**src/rv_decode_settings.svh**
```systemverilog
/*
 * RISC-V decode subsystem settings
 * FIFO depth and APB register offsets shared by the RTL and testbench
 */

`ifndef RV_DECODE_SETTINGS_SVH
`define RV_DECODE_SETTINGS_SVH

// Entries in both the instruction and the result FIFO
`define RVD_FIFO_DEPTH 4

// APB register map, byte offsets
// Write pushes one instruction word
`define RVD_ADDR_INSTR  4'h0
// Read pops one decoded record
`define RVD_ADDR_RESULT 4'h4
// Read only: result available, instr FIFO full, halted
`define RVD_ADDR_STATUS 4'h8
// Write bit0 to resume a halted decoder
`define RVD_ADDR_CTRL   4'hC

`endif

```
**src/rv_decode_pkg.sv**
```systemverilog
/*
 * RISC-V decode package
 * Opcode, format and ALU operation encodings plus the decoded record
 */

`default_nettype none

package rv_decode_pkg;

    // Plain data word and register index
    typedef logic [31:0] word_t;
    typedef logic [4:0]  reg_idx_t;

    // Major opcodes, instruction bits 6..2
    typedef enum logic [4:0] {
        OPCODE_LOAD     = 5'b00000,
        OPCODE_CUSTOM_0 = 5'b00010,
        OPCODE_MISC_MEM = 5'b00011,
        OPCODE_OP_IMM   = 5'b00100,
        OPCODE_AUIPC    = 5'b00101,
        OPCODE_STORE    = 5'b01000,
        OPCODE_AMO      = 5'b01011,
        OPCODE_OP       = 5'b01100,
        OPCODE_LUI      = 5'b01101,
        OPCODE_BRANCH   = 5'b11000,
        OPCODE_JALR     = 5'b11001,
        OPCODE_JAL      = 5'b11011,
        OPCODE_SYSTEM   = 5'b11100
    } opcode_e;

    typedef enum logic [2:0] {
        INSTR_FORMAT_R,
        INSTR_FORMAT_I,
        INSTR_FORMAT_S,
        INSTR_FORMAT_B,
        INSTR_FORMAT_U,
        INSTR_FORMAT_J,
        INSTR_FORMAT_OTHER
    } instr_format_e;

    // Low three bits are funct3, top bit is instruction bit 30
    typedef enum logic [3:0] {
        ALU_ADD  = 4'b0000,
        ALU_SLL  = 4'b0001,
        ALU_SLT  = 4'b0010,
        ALU_SLTU = 4'b0011,
        ALU_XOR  = 4'b0100,
        ALU_SRL  = 4'b0101,
        ALU_OR   = 4'b0110,
        ALU_AND  = 4'b0111,
        ALU_SUB  = 4'b1000,
        ALU_SRA  = 4'b1101
    } aluop_e;

    // Decoded record, also the RESULT register layout
    typedef struct packed {
        logic [6:0]    zero;
        logic          halt;
        logic          rd_we;
        logic          illegal;
        aluop_e        alu_op;
        instr_format_e format;
        reg_idx_t      rs2;
        reg_idx_t      rs1;
        reg_idx_t      rd;
    } decoded_t;

endpackage : rv_decode_pkg

`default_nettype wire

```
**src/fifo_if.sv**
```systemverilog
/*
 * FIFO handshake interface
 * Push side and pop side of a buffer, payload type set per instance
 */

`timescale 1ns/10ps
`default_nettype none

interface fifo_if #(
    parameter type T = logic
) ();

    // Write side
    logic push;
    T     wdata;
    logic full;

    // Read side, rdata is the head entry while not empty
    logic pop;
    T     rdata;
    logic empty;

    modport writer (output push, output wdata, input full);

    modport reader (output pop, input rdata, input empty);

    modport fifo (
        input  push,
        input  wdata,
        output full,
        input  pop,
        output rdata,
        output empty
    );

endinterface : fifo_if

`default_nettype wire

```
**src/sync_fifo.sv**
```systemverilog
/*
 * Synchronous FIFO
 * Circular buffer with a type parameter so one block serves
 * both instruction words and decoded records
 */

`timescale 1ns/10ps
`default_nettype none

`include "rv_decode_settings.svh"

module sync_fifo #(
    parameter type T     = logic,
    parameter int  DEPTH = `RVD_FIFO_DEPTH
) (
    input logic  clk,
    input logic  rst_n,
    fifo_if.fifo q
);

    localparam int AW = (DEPTH > 1) ? $clog2(DEPTH) : 1;
    localparam int CW = $clog2(DEPTH + 1);

    T mem [DEPTH];

    logic [AW-1:0] wr_ptr;
    logic [AW-1:0] rd_ptr;
    logic [CW-1:0] count;
    logic          push_ok;
    logic          pop_ok;

    // Pop needs data, push needs room or a pop freeing a slot
    assign pop_ok  = q.pop && !q.empty;
    assign push_ok = q.push && (!q.full || pop_ok);

    always_ff @(posedge clk, negedge rst_n) begin
        if (!rst_n) begin
            wr_ptr <= '0;
            rd_ptr <= '0;
            count  <= '0;
        end else begin
            if (push_ok) begin
                // Wrap by compare so DEPTH need not be a power of two
                if (wr_ptr == AW'(DEPTH - 1)) begin
                    wr_ptr <= '0;
                end else begin
                    wr_ptr <= wr_ptr + 1'b1;
                end
            end
            if (pop_ok) begin
                if (rd_ptr == AW'(DEPTH - 1)) begin
                    rd_ptr <= '0;
                end else begin
                    rd_ptr <= rd_ptr + 1'b1;
                end
            end
            // Count only moves when exactly one side is taken
            case ({push_ok, pop_ok})
                2'b10:   count <= count + 1'b1;
                2'b01:   count <= count - 1'b1;
                default: count <= count;
            endcase
        end
    end

    // Storage array
    always_ff @(posedge clk) begin
        if (push_ok) begin
            mem[wr_ptr] <= q.wdata;
        end
    end

    // Head entry and flags
    assign q.rdata = mem[rd_ptr];
    assign q.empty = (count == '0);
    assign q.full  = (count == CW'(DEPTH));

endmodule : sync_fifo

`default_nettype wire

```
**src/apb_instr_port.sv**
```systemverilog
/*
 * APB register port of the decode subsystem
 * Pushes instruction words, pops decoded records, reports status
 * and issues the resume pulse to the decoder
 */

`timescale 1ns/10ps
`default_nettype none

`include "rv_decode_settings.svh"

module apb_instr_port
    import rv_decode_pkg::*;
(
    input  logic          clk,
    input  logic          rst_n,

    // APB slave side
    input  logic          psel,
    input  logic          penable,
    input  logic          pwrite,
    input  logic [3:0]    paddr,
    input  word_t         pwdata,
    output word_t         prdata,
    output logic          pready,
    output logic          pslverr,

    // Decoder control
    input  logic          halted,
    output logic          resume,

    // FIFO sides
    fifo_if.writer        instr_wr,
    fifo_if.reader        result_rd
);

    logic access;
    logic wr_access;
    logic rd_access;
    logic wr_instr;
    logic rd_result;
    logic wr_resume;

    // No wait states
    assign pready = 1'b1;

    // Access phase, transfer completes on this edge
    assign access    = psel && penable && pready;
    assign wr_access = access && pwrite;
    assign rd_access = access && !pwrite;

    // Register hits
    assign wr_instr  = wr_access && (paddr == `RVD_ADDR_INSTR);
    assign rd_result = rd_access && (paddr == `RVD_ADDR_RESULT);
    assign wr_resume = wr_access && (paddr == `RVD_ADDR_CTRL) && pwdata[0];

    // Push only with room, pop only with data
    assign instr_wr.push  = wr_instr && !instr_wr.full;
    assign instr_wr.wdata = pwdata;
    assign result_rd.pop  = rd_result && !result_rd.empty;

    // Overflowing write or underflowing read
    assign pslverr = (wr_instr && instr_wr.full) || (rd_result && result_rd.empty);

    // Read data mux
    always_comb begin
        prdata = '0;
        if (rd_access) begin
            case (paddr)
                `RVD_ADDR_RESULT: begin
                    if (!result_rd.empty) begin
                        prdata = word_t'(result_rd.rdata);
                    end
                end
                `RVD_ADDR_STATUS: begin
                    // bit0 result ready, bit1 instr FIFO full, bit2 halted
                    prdata = {29'd0, halted, instr_wr.full, !result_rd.empty};
                end
                default: prdata = '0;
            endcase
        end
    end

    // One cycle resume pulse
    always_ff @(posedge clk, negedge rst_n) begin
        if (!rst_n) begin
            resume <= 1'b0;
        end else begin
            resume <= wr_resume;
        end
    end

endmodule : apb_instr_port

`default_nettype wire

```
**src/instr_decoder.sv**
```systemverilog
/*
 * RISC-V instruction decoder
 * INIT/RUN/HALT state machine pops instruction words, decodes them
 * into one registered stage and drains records into the result FIFO
 */

`timescale 1ns/10ps
`default_nettype none

module instr_decoder
    import rv_decode_pkg::*;
(
    input  logic   clk,
    input  logic   rst_n,
    input  logic   resume,
    output logic   halted,
    fifo_if.reader instr_rd,
    fifo_if.writer result_wr
);

    typedef enum logic [1:0] {
        INIT,
        RUN,
        HALT
    } state_e;

    state_e   state_ff;
    state_e   next_state;

    word_t    instr;
    opcode_e  opcode;
    logic     unsupported_opcode;
    decoded_t dec;

    // Output stage
    decoded_t out_rec;
    logic     out_valid;
    logic     out_push;
    logic     stage_free;
    logic     take;

    assign instr  = instr_rd.rdata;
    assign opcode = opcode_e'(instr[6:2]);

    // Stage drains whenever result FIFO has room
    assign out_push   = out_valid && !result_wr.full;
    assign stage_free = !out_valid || out_push;
    assign take       = (state_ff == RUN) && !instr_rd.empty && stage_free;

    assign instr_rd.pop    = take;
    assign result_wr.push  = out_push;
    assign result_wr.wdata = out_rec;
    assign halted          = (state_ff == HALT);

    always_ff @(posedge clk, negedge rst_n) begin
        if (!rst_n) begin
            state_ff <= INIT;
        end else begin
            state_ff <= next_state;
        end
    end

    always_comb begin
        next_state = state_ff;
        unique case (state_ff)
            INIT: next_state = RUN;
            RUN: begin
                // CUSTOM-0 stops further pops once taken
                if (take && dec.halt) begin
                    next_state = HALT;
                end
            end
            HALT: begin
                if (resume) begin
                    next_state = RUN;
                end
            end
            default: next_state = HALT;   // Unknown state, park
        endcase
    end

    // Supported opcode list
    always_comb begin
        unique case (opcode)
            OPCODE_LOAD, OPCODE_CUSTOM_0, OPCODE_MISC_MEM, OPCODE_OP_IMM,
            OPCODE_AUIPC, OPCODE_STORE, OPCODE_AMO, OPCODE_OP, OPCODE_LUI,
            OPCODE_BRANCH, OPCODE_JALR, OPCODE_JAL, OPCODE_SYSTEM: begin
                unsupported_opcode = 1'b0;
            end
            default: unsupported_opcode = 1'b1;
        endcase
    end

    // Combinational decode of the head word
    always_comb begin
        dec         = '0;
        dec.rd      = instr[11:7];
        dec.rs1     = instr[19:15];
        dec.rs2     = instr[24:20];
        dec.illegal = unsupported_opcode || (instr[1:0] != 2'b11)
                      || (instr == 32'h0) || (instr == 32'hFFFF_FFFF);
        dec.halt    = (opcode == OPCODE_CUSTOM_0);

        unique case (opcode)
            OPCODE_OP, OPCODE_AMO:                                    dec.format = INSTR_FORMAT_R;
            OPCODE_LOAD, OPCODE_MISC_MEM, OPCODE_OP_IMM, OPCODE_JALR: dec.format = INSTR_FORMAT_I;
            OPCODE_STORE:                                             dec.format = INSTR_FORMAT_S;
            OPCODE_BRANCH:                                            dec.format = INSTR_FORMAT_B;
            OPCODE_LUI, OPCODE_AUIPC:                                 dec.format = INSTR_FORMAT_U;
            OPCODE_JAL:                                               dec.format = INSTR_FORMAT_J;
            default:                                                  dec.format = INSTR_FORMAT_OTHER;
        endcase

        // funct3 in low bits, bit 30 selects SUB/SRA variants
        unique case (opcode)
            OPCODE_OP:     dec.alu_op = aluop_e'({instr[30], instr[14:12]});
            OPCODE_OP_IMM: begin
                if (instr[14:12] == 3'd5) begin
                    dec.alu_op = aluop_e'({instr[30], instr[14:12]});
                end else begin
                    dec.alu_op = aluop_e'({1'b0, instr[14:12]});
                end
            end
            default:       dec.alu_op = ALU_ADD;
        endcase

        // Fences write nothing
        dec.rd_we = !dec.illegal && (opcode != OPCODE_MISC_MEM)
                    && (dec.format inside {INSTR_FORMAT_R, INSTR_FORMAT_I,
                                           INSTR_FORMAT_U, INSTR_FORMAT_J});
    end

    // Stage valid flag
    always_ff @(posedge clk, negedge rst_n) begin
        if (!rst_n) begin
            out_valid <= 1'b0;
        end else if (take) begin
            out_valid <= 1'b1;
        end else if (out_push) begin
            out_valid <= 1'b0;
        end
    end

    // Stage payload, held under back-pressure
    always_ff @(posedge clk) begin
        if (take) begin
            out_rec <= dec;
        end
    end

endmodule : instr_decoder

`default_nettype wire

```
**src/rv_decode_top.sv**
```systemverilog
/*
 * RISC-V decode subsystem top
 * APB port feeding an instruction FIFO, the decoder and a result FIFO
 */

`timescale 1ns/10ps
`default_nettype none

module rv_decode_top
    import rv_decode_pkg::*;
(
    input  logic       clk,
    input  logic       rst_n,

    // APB slave
    input  logic       psel,
    input  logic       penable,
    input  logic       pwrite,
    input  logic [3:0] paddr,
    input  word_t      pwdata,
    output word_t      prdata,
    output logic       pready,
    output logic       pslverr
);

    logic halted;
    logic resume;

    // Instruction words toward the decoder, records back to the host
    fifo_if #(.T(word_t))    instr_q ();
    fifo_if #(.T(decoded_t)) result_q ();

    apb_instr_port u_apb (
        .clk       (clk),
        .rst_n     (rst_n),
        .psel      (psel),
        .penable   (penable),
        .pwrite    (pwrite),
        .paddr     (paddr),
        .pwdata    (pwdata),
        .prdata    (prdata),
        .pready    (pready),
        .pslverr   (pslverr),
        .halted    (halted),
        .resume    (resume),
        .instr_wr  (instr_q.writer),
        .result_rd (result_q.reader)
    );

    sync_fifo #(.T(word_t)) u_instr_fifo (
        .clk   (clk),
        .rst_n (rst_n),
        .q     (instr_q.fifo)
    );

    instr_decoder u_decoder (
        .clk       (clk),
        .rst_n     (rst_n),
        .resume    (resume),
        .halted    (halted),
        .instr_rd  (instr_q.reader),
        .result_wr (result_q.writer)
    );

    sync_fifo #(.T(decoded_t)) u_result_fifo (
        .clk   (clk),
        .rst_n (rst_n),
        .q     (result_q.fifo)
    );

endmodule : rv_decode_top

`default_nettype wire

```
**config.mk**
```make
export PLATFORM = sky130hd
export DESIGN_NAME = rv_decode_top
export DESIGN_NICKNAME = d
export VERILOG_FILES = /design/src/rv_decode_pkg.sv /design/src/fifo_if.sv /design/src/sync_fifo.sv /design/src/apb_instr_port.sv /design/src/instr_decoder.sv /design/src/rv_decode_top.sv
export VERILOG_INCLUDE_DIRS = /design/src
export SDC_FILE = /design/constraint.sdc
export NUM_CORES = 1
export LEC_CHECK = 0
export BUFFER_PORTS_ARGS = -buffer_cell sky130_fd_sc_hd__buf_2
export CAP_MARGIN = 5
export CELL_PAD_IN_SITES_DETAIL_PLACEMENT = 2
export CELL_PAD_IN_SITES_GLOBAL_PLACEMENT = 2
export CORE_UTILIZATION = 30
export DETAILED_ROUTE_END_ITERATION = 8
export PLACE_DENSITY = 0.58
export SYNTH_ARGS = -nofsm -noshare
export SYNTH_HDL_FRONTEND = slang
export SYNTH_HIERARCHICAL = 1
export SYNTH_SLANG_ARGS = --single-unit
```
**constraint.sdc**
```tcl
create_clock -name clk -period 4.46 [get_ports clk]
set_input_delay 0.446 -clock clk [delete_from_list [all_inputs] [get_ports clk]]
set_output_delay 0.446 -clock clk [all_outputs]
set_load 0.1 [all_outputs]
```
==> impl_metrics.csv, run 1 <==
group,metric,value,unit
cts,cts_setup_buffers,0,
global_routing,grt_usage,12.8,%
worst_setup_path,rr_worst_depth,10,
cts,ctsHtreeMaxLevel,2,
die,rows,74,
yosys,synth_edf_count,281,
timing,fin_crit_sh,83.0,%
yosys,synth_area_leaders,"edfxtp_1 (67%), mux4_2 (11%), dfrtp_1 (3.6%), buf_4 (2.5%), nor3_2 (2.1%)",
worst_setup_path,worstReg2RegEnd,"u_result_fifo/count[1]",
route,viasPerCell,4.62,
yosys,synth_ff_type,"edfxtp_1",
route,postRouteAntennaNets,0,
worst_setup_path,cp-start-kind,"register",
yosys,synth.largest_area_cell,"edfxtp_1",
cts,cts_tree,"done",
finish,drive_above_1_share,33.6,%
timing,setup_ws,757,ps
timing,finalSetupViolations,0,
yosys,ys_ff_latch,299,
worst_setup_path,crit_type,"register to register",
place,placed_area,0.0132,mm2
worst_setup_path,worstPathRequired,4860,ps
cts,cts_inserted_buffers,34,
route,drt_iter0_drc,210,
yosys,synthDistinctLibCells,50,
timing,fin_tns_setup,0,ps
power_and_ir_drop,p_per_area,602,mW/mm2
worst_setup_path,cp_max_fo,30,
timing,fmax,270,MHz
finish,utilization,34.9,%
finish,areaGrowthSynthToFinish,14.2,%
yosys,ys_warn_count,6,
route,drt-total-wl,26200,um
place,gp_congestion,0.719,
finish,num_antenna_cells,0,
finish,stdcell_count,1278,
timing,fin_skew,13.1,ps
die,io_pins,75,
yosys,seq_area_frac_synth,70.8,%
finish,stdcell_area,0.0143,mm2
worst_setup_path,reg2reg_from,"u_result_fifo/count[2]",
yosys,yosysTopAreaCellShare,67.3,%
power_and_ir_drop,max-vdd-ir-drop,0.000295,V
route,post-route-drc-count,6,
worst_setup_path,cpPeakStageDelay,760,ps
outcome,violations,"DRC",
timing,worst-slew-pin-transition,989,ps
min_path,hp-class,"input port to register",
route,wl_per_cell,20.5,um
route,route.met2.wl,13400,um
cts,ctsResizeCount,0,
outcome,status,"complete, but fails checks",
run,drv_cap,0,
power_and_ir_drop,p_leak,4.86,nW
worst_setup_path,worstPathCellList,"or3_2, inv_1, or4b_4, nor2_1, nor2b_1, nand2_1, fa_1, o21ba_2, o211ai_1, a22oi_1",
worst_setup_path,crit_end,"u_result_fifo/count[1]",
cts,clk_latency,500,ps
yosys,netlist_instances,668,
place,pre_cts_ws,774,ps
finish,nets,780,
min_path,hold_depth,1,
global_routing,grt-ovfl-total,0,
die,core-area,0.0410,mm2
route,vias,5908,
cts,clock-sinks,299,
die,die_h,206,um
timing,finalHoldViolCount,0,
global_routing,antenna_found_initial,0,
worst_setup_path,cp_data_arrival_time,4110,ps
place,hpwl,17300,um
cts,clkTransAtPathRegs,60,ps
yosys,avgSynthCellArea,18.8,um2
global_routing,grt_pass1_vias,6669,
timing,slew-limit-headroom,34.1,%
place,dp.cells,1216,
worst_setup_path,slowest_stage,"or4b_4",
place,portBuffers,73,
timing,fin_crit,3700,ps
route,routed.top_layer,"met4",
finish,fillCellCount,4037,
route,drt_first_pass_iters,6,
global_routing,grt_pass1_wl,41100,um
route,wl_met3,838,um
global_routing,grt_max_degree,33,
timing,rsz0062_at_grt,"false",
timing,drv_slew,0,
yosys,syn-cell-area,0.0125,mm2
cts,cts.path.max_buffers,3,
die,die_x,206,um
die,start_util,30.6,%
die,die-area,0.0426,mm2
cts,cts_hold_buf,1,
yosys,synthArstFlopShare,6.02,%
worst_setup_path,r2r_setup_slack,760,ps
worst_setup_path,crit_start,"u_result_fifo/count[2]",
worst_setup_path,cp-end-kind,"register",
cts,clock_tree.root_cell,"clkbuf_16",
route,met1Wirelength,11400,um
[state kept, by name (all words and copies together), names as in the netlist]
name	flops
u_apb/resume	1
u_decoder/out_valid	1
u_decoder/result_wr.wdata	25
u_decoder/state_ff	2
u_instr_fifo/count	3
u_instr_fifo/mem	128
u_instr_fifo/rd_ptr	2
u_instr_fifo/wr_ptr	2
u_result_fifo/count	3
u_result_fifo/mem	128
u_result_fifo/rd_ptr	2
u_result_fifo/wr_ptr	2
[stage by stage]
stage	hold slack (ps)	total power [mW]
after floorplan	150	5.35
after global placement	420	5.78
after detailed placement	434	5.95
after CTS	147	8.78
after global routing	153	9.05
final	172	8.63
[Yosys cell counts (all sizes together) (2+ instances only)]
library cell / instances
ha: 16
o22a: 2
edfxtp: 281
o32ai: 3
nand3b: 7
xor2: 4
nor2b: 6
conb: 2
o21ai: 4
nor4: 4
o21ba: 2
a22oi: 3
nand2b: 2
nor2: 17
mux4: 64
o21a: 2
inv: 49
a31oi: 2
fa: 2
nand4: 8
or3b: 3
buf: 65
and3: 5
o211ai: 4
clkbuf: 7
and2: 9
nand3: 4
dfrtp: 18
a221o: 2
mux2: 9
a211oi: 3
nor3: 31
a21oi: 5
nand4bb: 3
or3: 2
nand2: 10
[routing by layer]
metal / GRT usage (%) / up-vias
met1: 16.3 / 3086
met4: 3.65 / 0
met5: 0 / -
met3: 1.86 / 35
li1: - / 2670
met2: 22.6 / 117
[cells in the final DEF (no fill, tap or decap), drive strengths merged, types with 3 or more instances in the layout]
cell type	n
a211oi	3
a21oi	5
a22oi	3
and2	9
and3	5
buf	82
bufinv	4
clkbuf	46
clkinv	11
conb	8
dfrtp	18
edfxtp	281
ha	16
inv	49
mux2	9
mux4	64
nand2	10
nand3	4
nand3b	7
nand4	8
nand4bb	3
nor2	17
nor2b	6
nor3	31
nor4	4
o211ai	4
o21ai	4
o32ai	3
or3b	3
xor2	4
[area by class of cell]
cell class	count	area, um2	share of cell area [%]
flip-flops and latches	299	8890	62.1
multi-input cells	254	3020	21.1
clock buffers	46	960	6.70
well taps	532	666	4.65
repair buffers	83	443	3.09
inverters	49	184	1.28
clock inverters	15	165	1.15
[logic make-up after synthesis]
kind of cell | Yosys count | synth area share (%)
xor gates and xnor gates | 4 | 0.279
other | 2 | 0.0599
AOI/OAI and AO/OA | 36 | 2.28
DFF | 299 | 70.8
muxes | 73 | 12.4
and+or+nand+nor | 115 | 6.61
buffers and inverters | 121 | 5.56
adders and majority gates | 18 | 1.91
[worst min path at each step]
stage,startpoint,endpoint,slack [ps]
6_report,pwdata[11],u_instr_fifo/mem[3][11],170
5_1_grt,pwdata[15],u_instr_fifo/mem[3][15],150
4_1_cts,pwdata[23],u_instr_fifo/mem[3][23],150
3_5_place_dp,rst_n,u_result_fifo/count[1],430
3_3_place_gp,rst_n,u_result_fifo/count[1],420
2_1_floorplan,rst_n,u_apb/resume,150
[critical path: cells and delay by family, from the launching register on]
kind                       cells  cell delay (ps)
adders and majority gates      1              470
and+or+nand+nor                5             2050
AOI/OAI and AO/OA              3              550
DFF                            1              450
buffers and inverters          1               90
[power breakdown]
part           total [mW]  internal [mW]  switching, mW
clock network        2.79           1.74           1.05
logic                1.84          0.807           1.04
registers            4.00           3.66          0.338
total                8.63           6.20           2.43
No activity file was read; power rests on OpenSTA's default activity.
==> inputs of run 2 (changes only) <==
--- a/config.mk
+++ b/config.mk
@@ -12,7 +12,7 @@
 export CELL_PAD_IN_SITES_GLOBAL_PLACEMENT = 2
 export CORE_UTILIZATION = 30
 export DETAILED_ROUTE_END_ITERATION = 8
-export PLACE_DENSITY = 0.58
+export PLACE_DENSITY = 0.6
 export SYNTH_ARGS = -nofsm -noshare
 export SYNTH_HDL_FRONTEND = slang
 export SYNTH_HIERARCHICAL = 1
==> constraint.sdc (replaced) <==
create_clock -name clk -period 3.26 [get_ports clk]
set_input_delay 0.326 -clock clk [delete_from_list [all_inputs] [get_ports clk]]
set_output_delay 0.326 -clock clk [all_outputs]
set_load 0.1 [all_outputs]
==> run 2 against run 1 <==
Against the previous run: the run still ends with DRC left; wire length grew 0.41%; global-route usage shrank 0.060 points; via count shrank 0.24%; sequential power grew 36%; sequential share of layout area shrank 0.36 points; highest routed layer unchanged.
==> impl_metrics.csv, run 2 (synthesis results as in run 1) <==
group,metric,value,unit
outcome,status,"complete, but fails checks",
outcome,violations,"DRC",
worst_setup_path,slowest_stage,"or4b_4",
route,vias,5894,
worst_setup_path,critPathTopFamily,"simple AND/OR/NAND/NOR gates",
place,hpwl,17700,um
route,wl_per_cell,20.4,um
finish,areaGrowthSynthToFinish,14.8,%
worst_setup_path,cp-end-kind,"output pin",
timing,slew-limit-headroom,53.2,%
route,postRouteAntennaNets,0,
power_and_ir_drop,max-vdd-ir-drop,0.000472,V
global_routing,grt_usage,12.8,%
route,drt_iter0_drc,205,
worst_setup_path,worstPathCellList,"or3_2, inv_1, or4b_4, buf_4, nor3_4, buf_2",
worst_setup_path,cp_max_fo,29,
run,drv_cap,0,
cts,cts.path.max_buffers,3,
die,die_x,206,um
route,post-route-drc-count,7,
die,start_util,30.6,%
global_routing,grt_pass1_wl,40600,um
min_path,hp-start,"pwdata[7]",
power_and_ir_drop,total_power,11.6,mW
min_path,hold_end,"u_instr_fifo/mem[0][7]",
worst_setup_path,r2r_setup_slack,380,ps
die,io_pins,75,
cts,ctsHtreeMaxLevel,2,
timing,fin_crit,2990,ps
global_routing,grt-ovfl-total,0,
cts,cts_inserted_buffers,34,
route,viasPerCell,4.58,
global_routing,antenna_found_initial,0,
power_and_ir_drop,p_leak,4.89,nW
worst_setup_path,rr_worst_depth,10,
finish,fillCellCount,4057,
min_path,hp-class,"input port to register",
worst_setup_path,worstReg2RegEnd,"u_result_fifo/count[1]",
die,rows,74,
worst_setup_path,worstPathRequired,2930,ps
worst_setup_path,crit_buf_inv,3,
route,drt_first_pass_iters,6,
power_and_ir_drop,p_per_area,808,mW/mm2
timing,drv_slew,0,
die,die_h,206,um
timing,fmax,334,MHz
worst_setup_path,cp-start-kind,"register",
cts,cts_setup_buffers,0,
route,drt-total-wl,26300,um
finish,layout_commonest_cell,"edfxtp_1",
cts,clk_latency,500,ps
timing,rsz0062_at_grt,"false",
finish,drive_above_1_share,34.9,%
cts,clkTransAtPathRegs,60,ps
global_routing,grt_max_degree,36,
cts,cts_tree,"done",
finish,regArea,0.00889,mm2
worst_setup_path,cpPeakStageDelay,490,ps
timing,fin_skew,14.5,ps
worst_setup_path,cp_data_arrival_time,2660,ps
die,core-area,0.0410,mm2
timing,fin_crit_sh,91.7,%
timing,whs,47.5,ps
min_path,hold_depth,1,
place,portBuffers,73,
cts,clock_tree.root_cell,"clkbuf_16",
timing,fin_tns_setup,0,ps
finish,num_antenna_cells,0,
global_routing,grt_pass1_vias,6738,
finish,layout_common_cells,"edfxtp_1 (281), buf_2 (73), mux4_2 (64)",
cts,clock-sinks,299,
timing,worst-slew-pin-transition,701,ps
worst_setup_path,crit_type,"register to output pin",
timing,finalSetupViolations,0,
timing,finalHoldViolCount,0,
die,die-area,0.0426,mm2
finish,multiInputGateArea,0.00303,mm2
worst_setup_path,reg2reg_from,"u_result_fifo/count[1]",
finish,nets,790,
place,gp_congestion,0.718,
[run 2: final cells by class]
type,count,share of cell area [%]
clock buffer,47,6.39
clock inverter,12,0.929
inverter,49,1.28
multi-input combinational,254,21.0
sequential,299,61.7
tap,532,4.62
timing repair buffer,93,4.03
[run 2: report_power, final]
group / switching [mW] / internal [mW]
clock: 1.42 / 2.21
combinational: 1.44 / 1.13
sequential: 0.436 / 5.00
[run 2: per-stage QoR]
step	utilization (%)	setup WS, ps	cell area (um2)	std cells
2_1_floorplan	-	8.75	12600	674
3_3_place_gp	32.5	488	13300	1226
3_5_place_dp	32.5	440	13300	1226
4_1_cts	35.1	205	14400	1286
5_1_grt	35.1	114	14400	1286
6_report	35.1	269	14400	1286
[run 2: how the worst max path moves through the flow]
stage,endpoint,depth (start not counted),slack [ps],from
2_1_floorplan,prdata[0],4,9,u_result_fifo/rd_ptr[0]
3_3_place_gp,u_decoder/result_wr.wdata[23],6,490,u_instr_fifo/rd_ptr[0]
3_5_place_dp,u_decoder/result_wr.wdata[23],6,440,u_instr_fifo/rd_ptr[0]
4_1_cts,prdata[10],6,200,u_result_fifo/count[0]
5_1_grt,prdata[10],6,110,u_result_fifo/count[2]
6_report,prdata[4],6,270,u_result_fifo/count[1]
[run 2: metal layers]
layer  global-route usage, %  part of all wire, %
met3                    2.14                  3.2
met5                       0                    0
met1                    15.5                   42
met2                    23.0                   52
met4                    4.04                  2.1
[run 2: repair_timing]
| action | in CTS | in global routing |
|---|---|---|
| gates resized for setup | 0 | 0 |
| hold buffers | 1 | 0 |
| hold endpoints to repair | 18 | 0 |
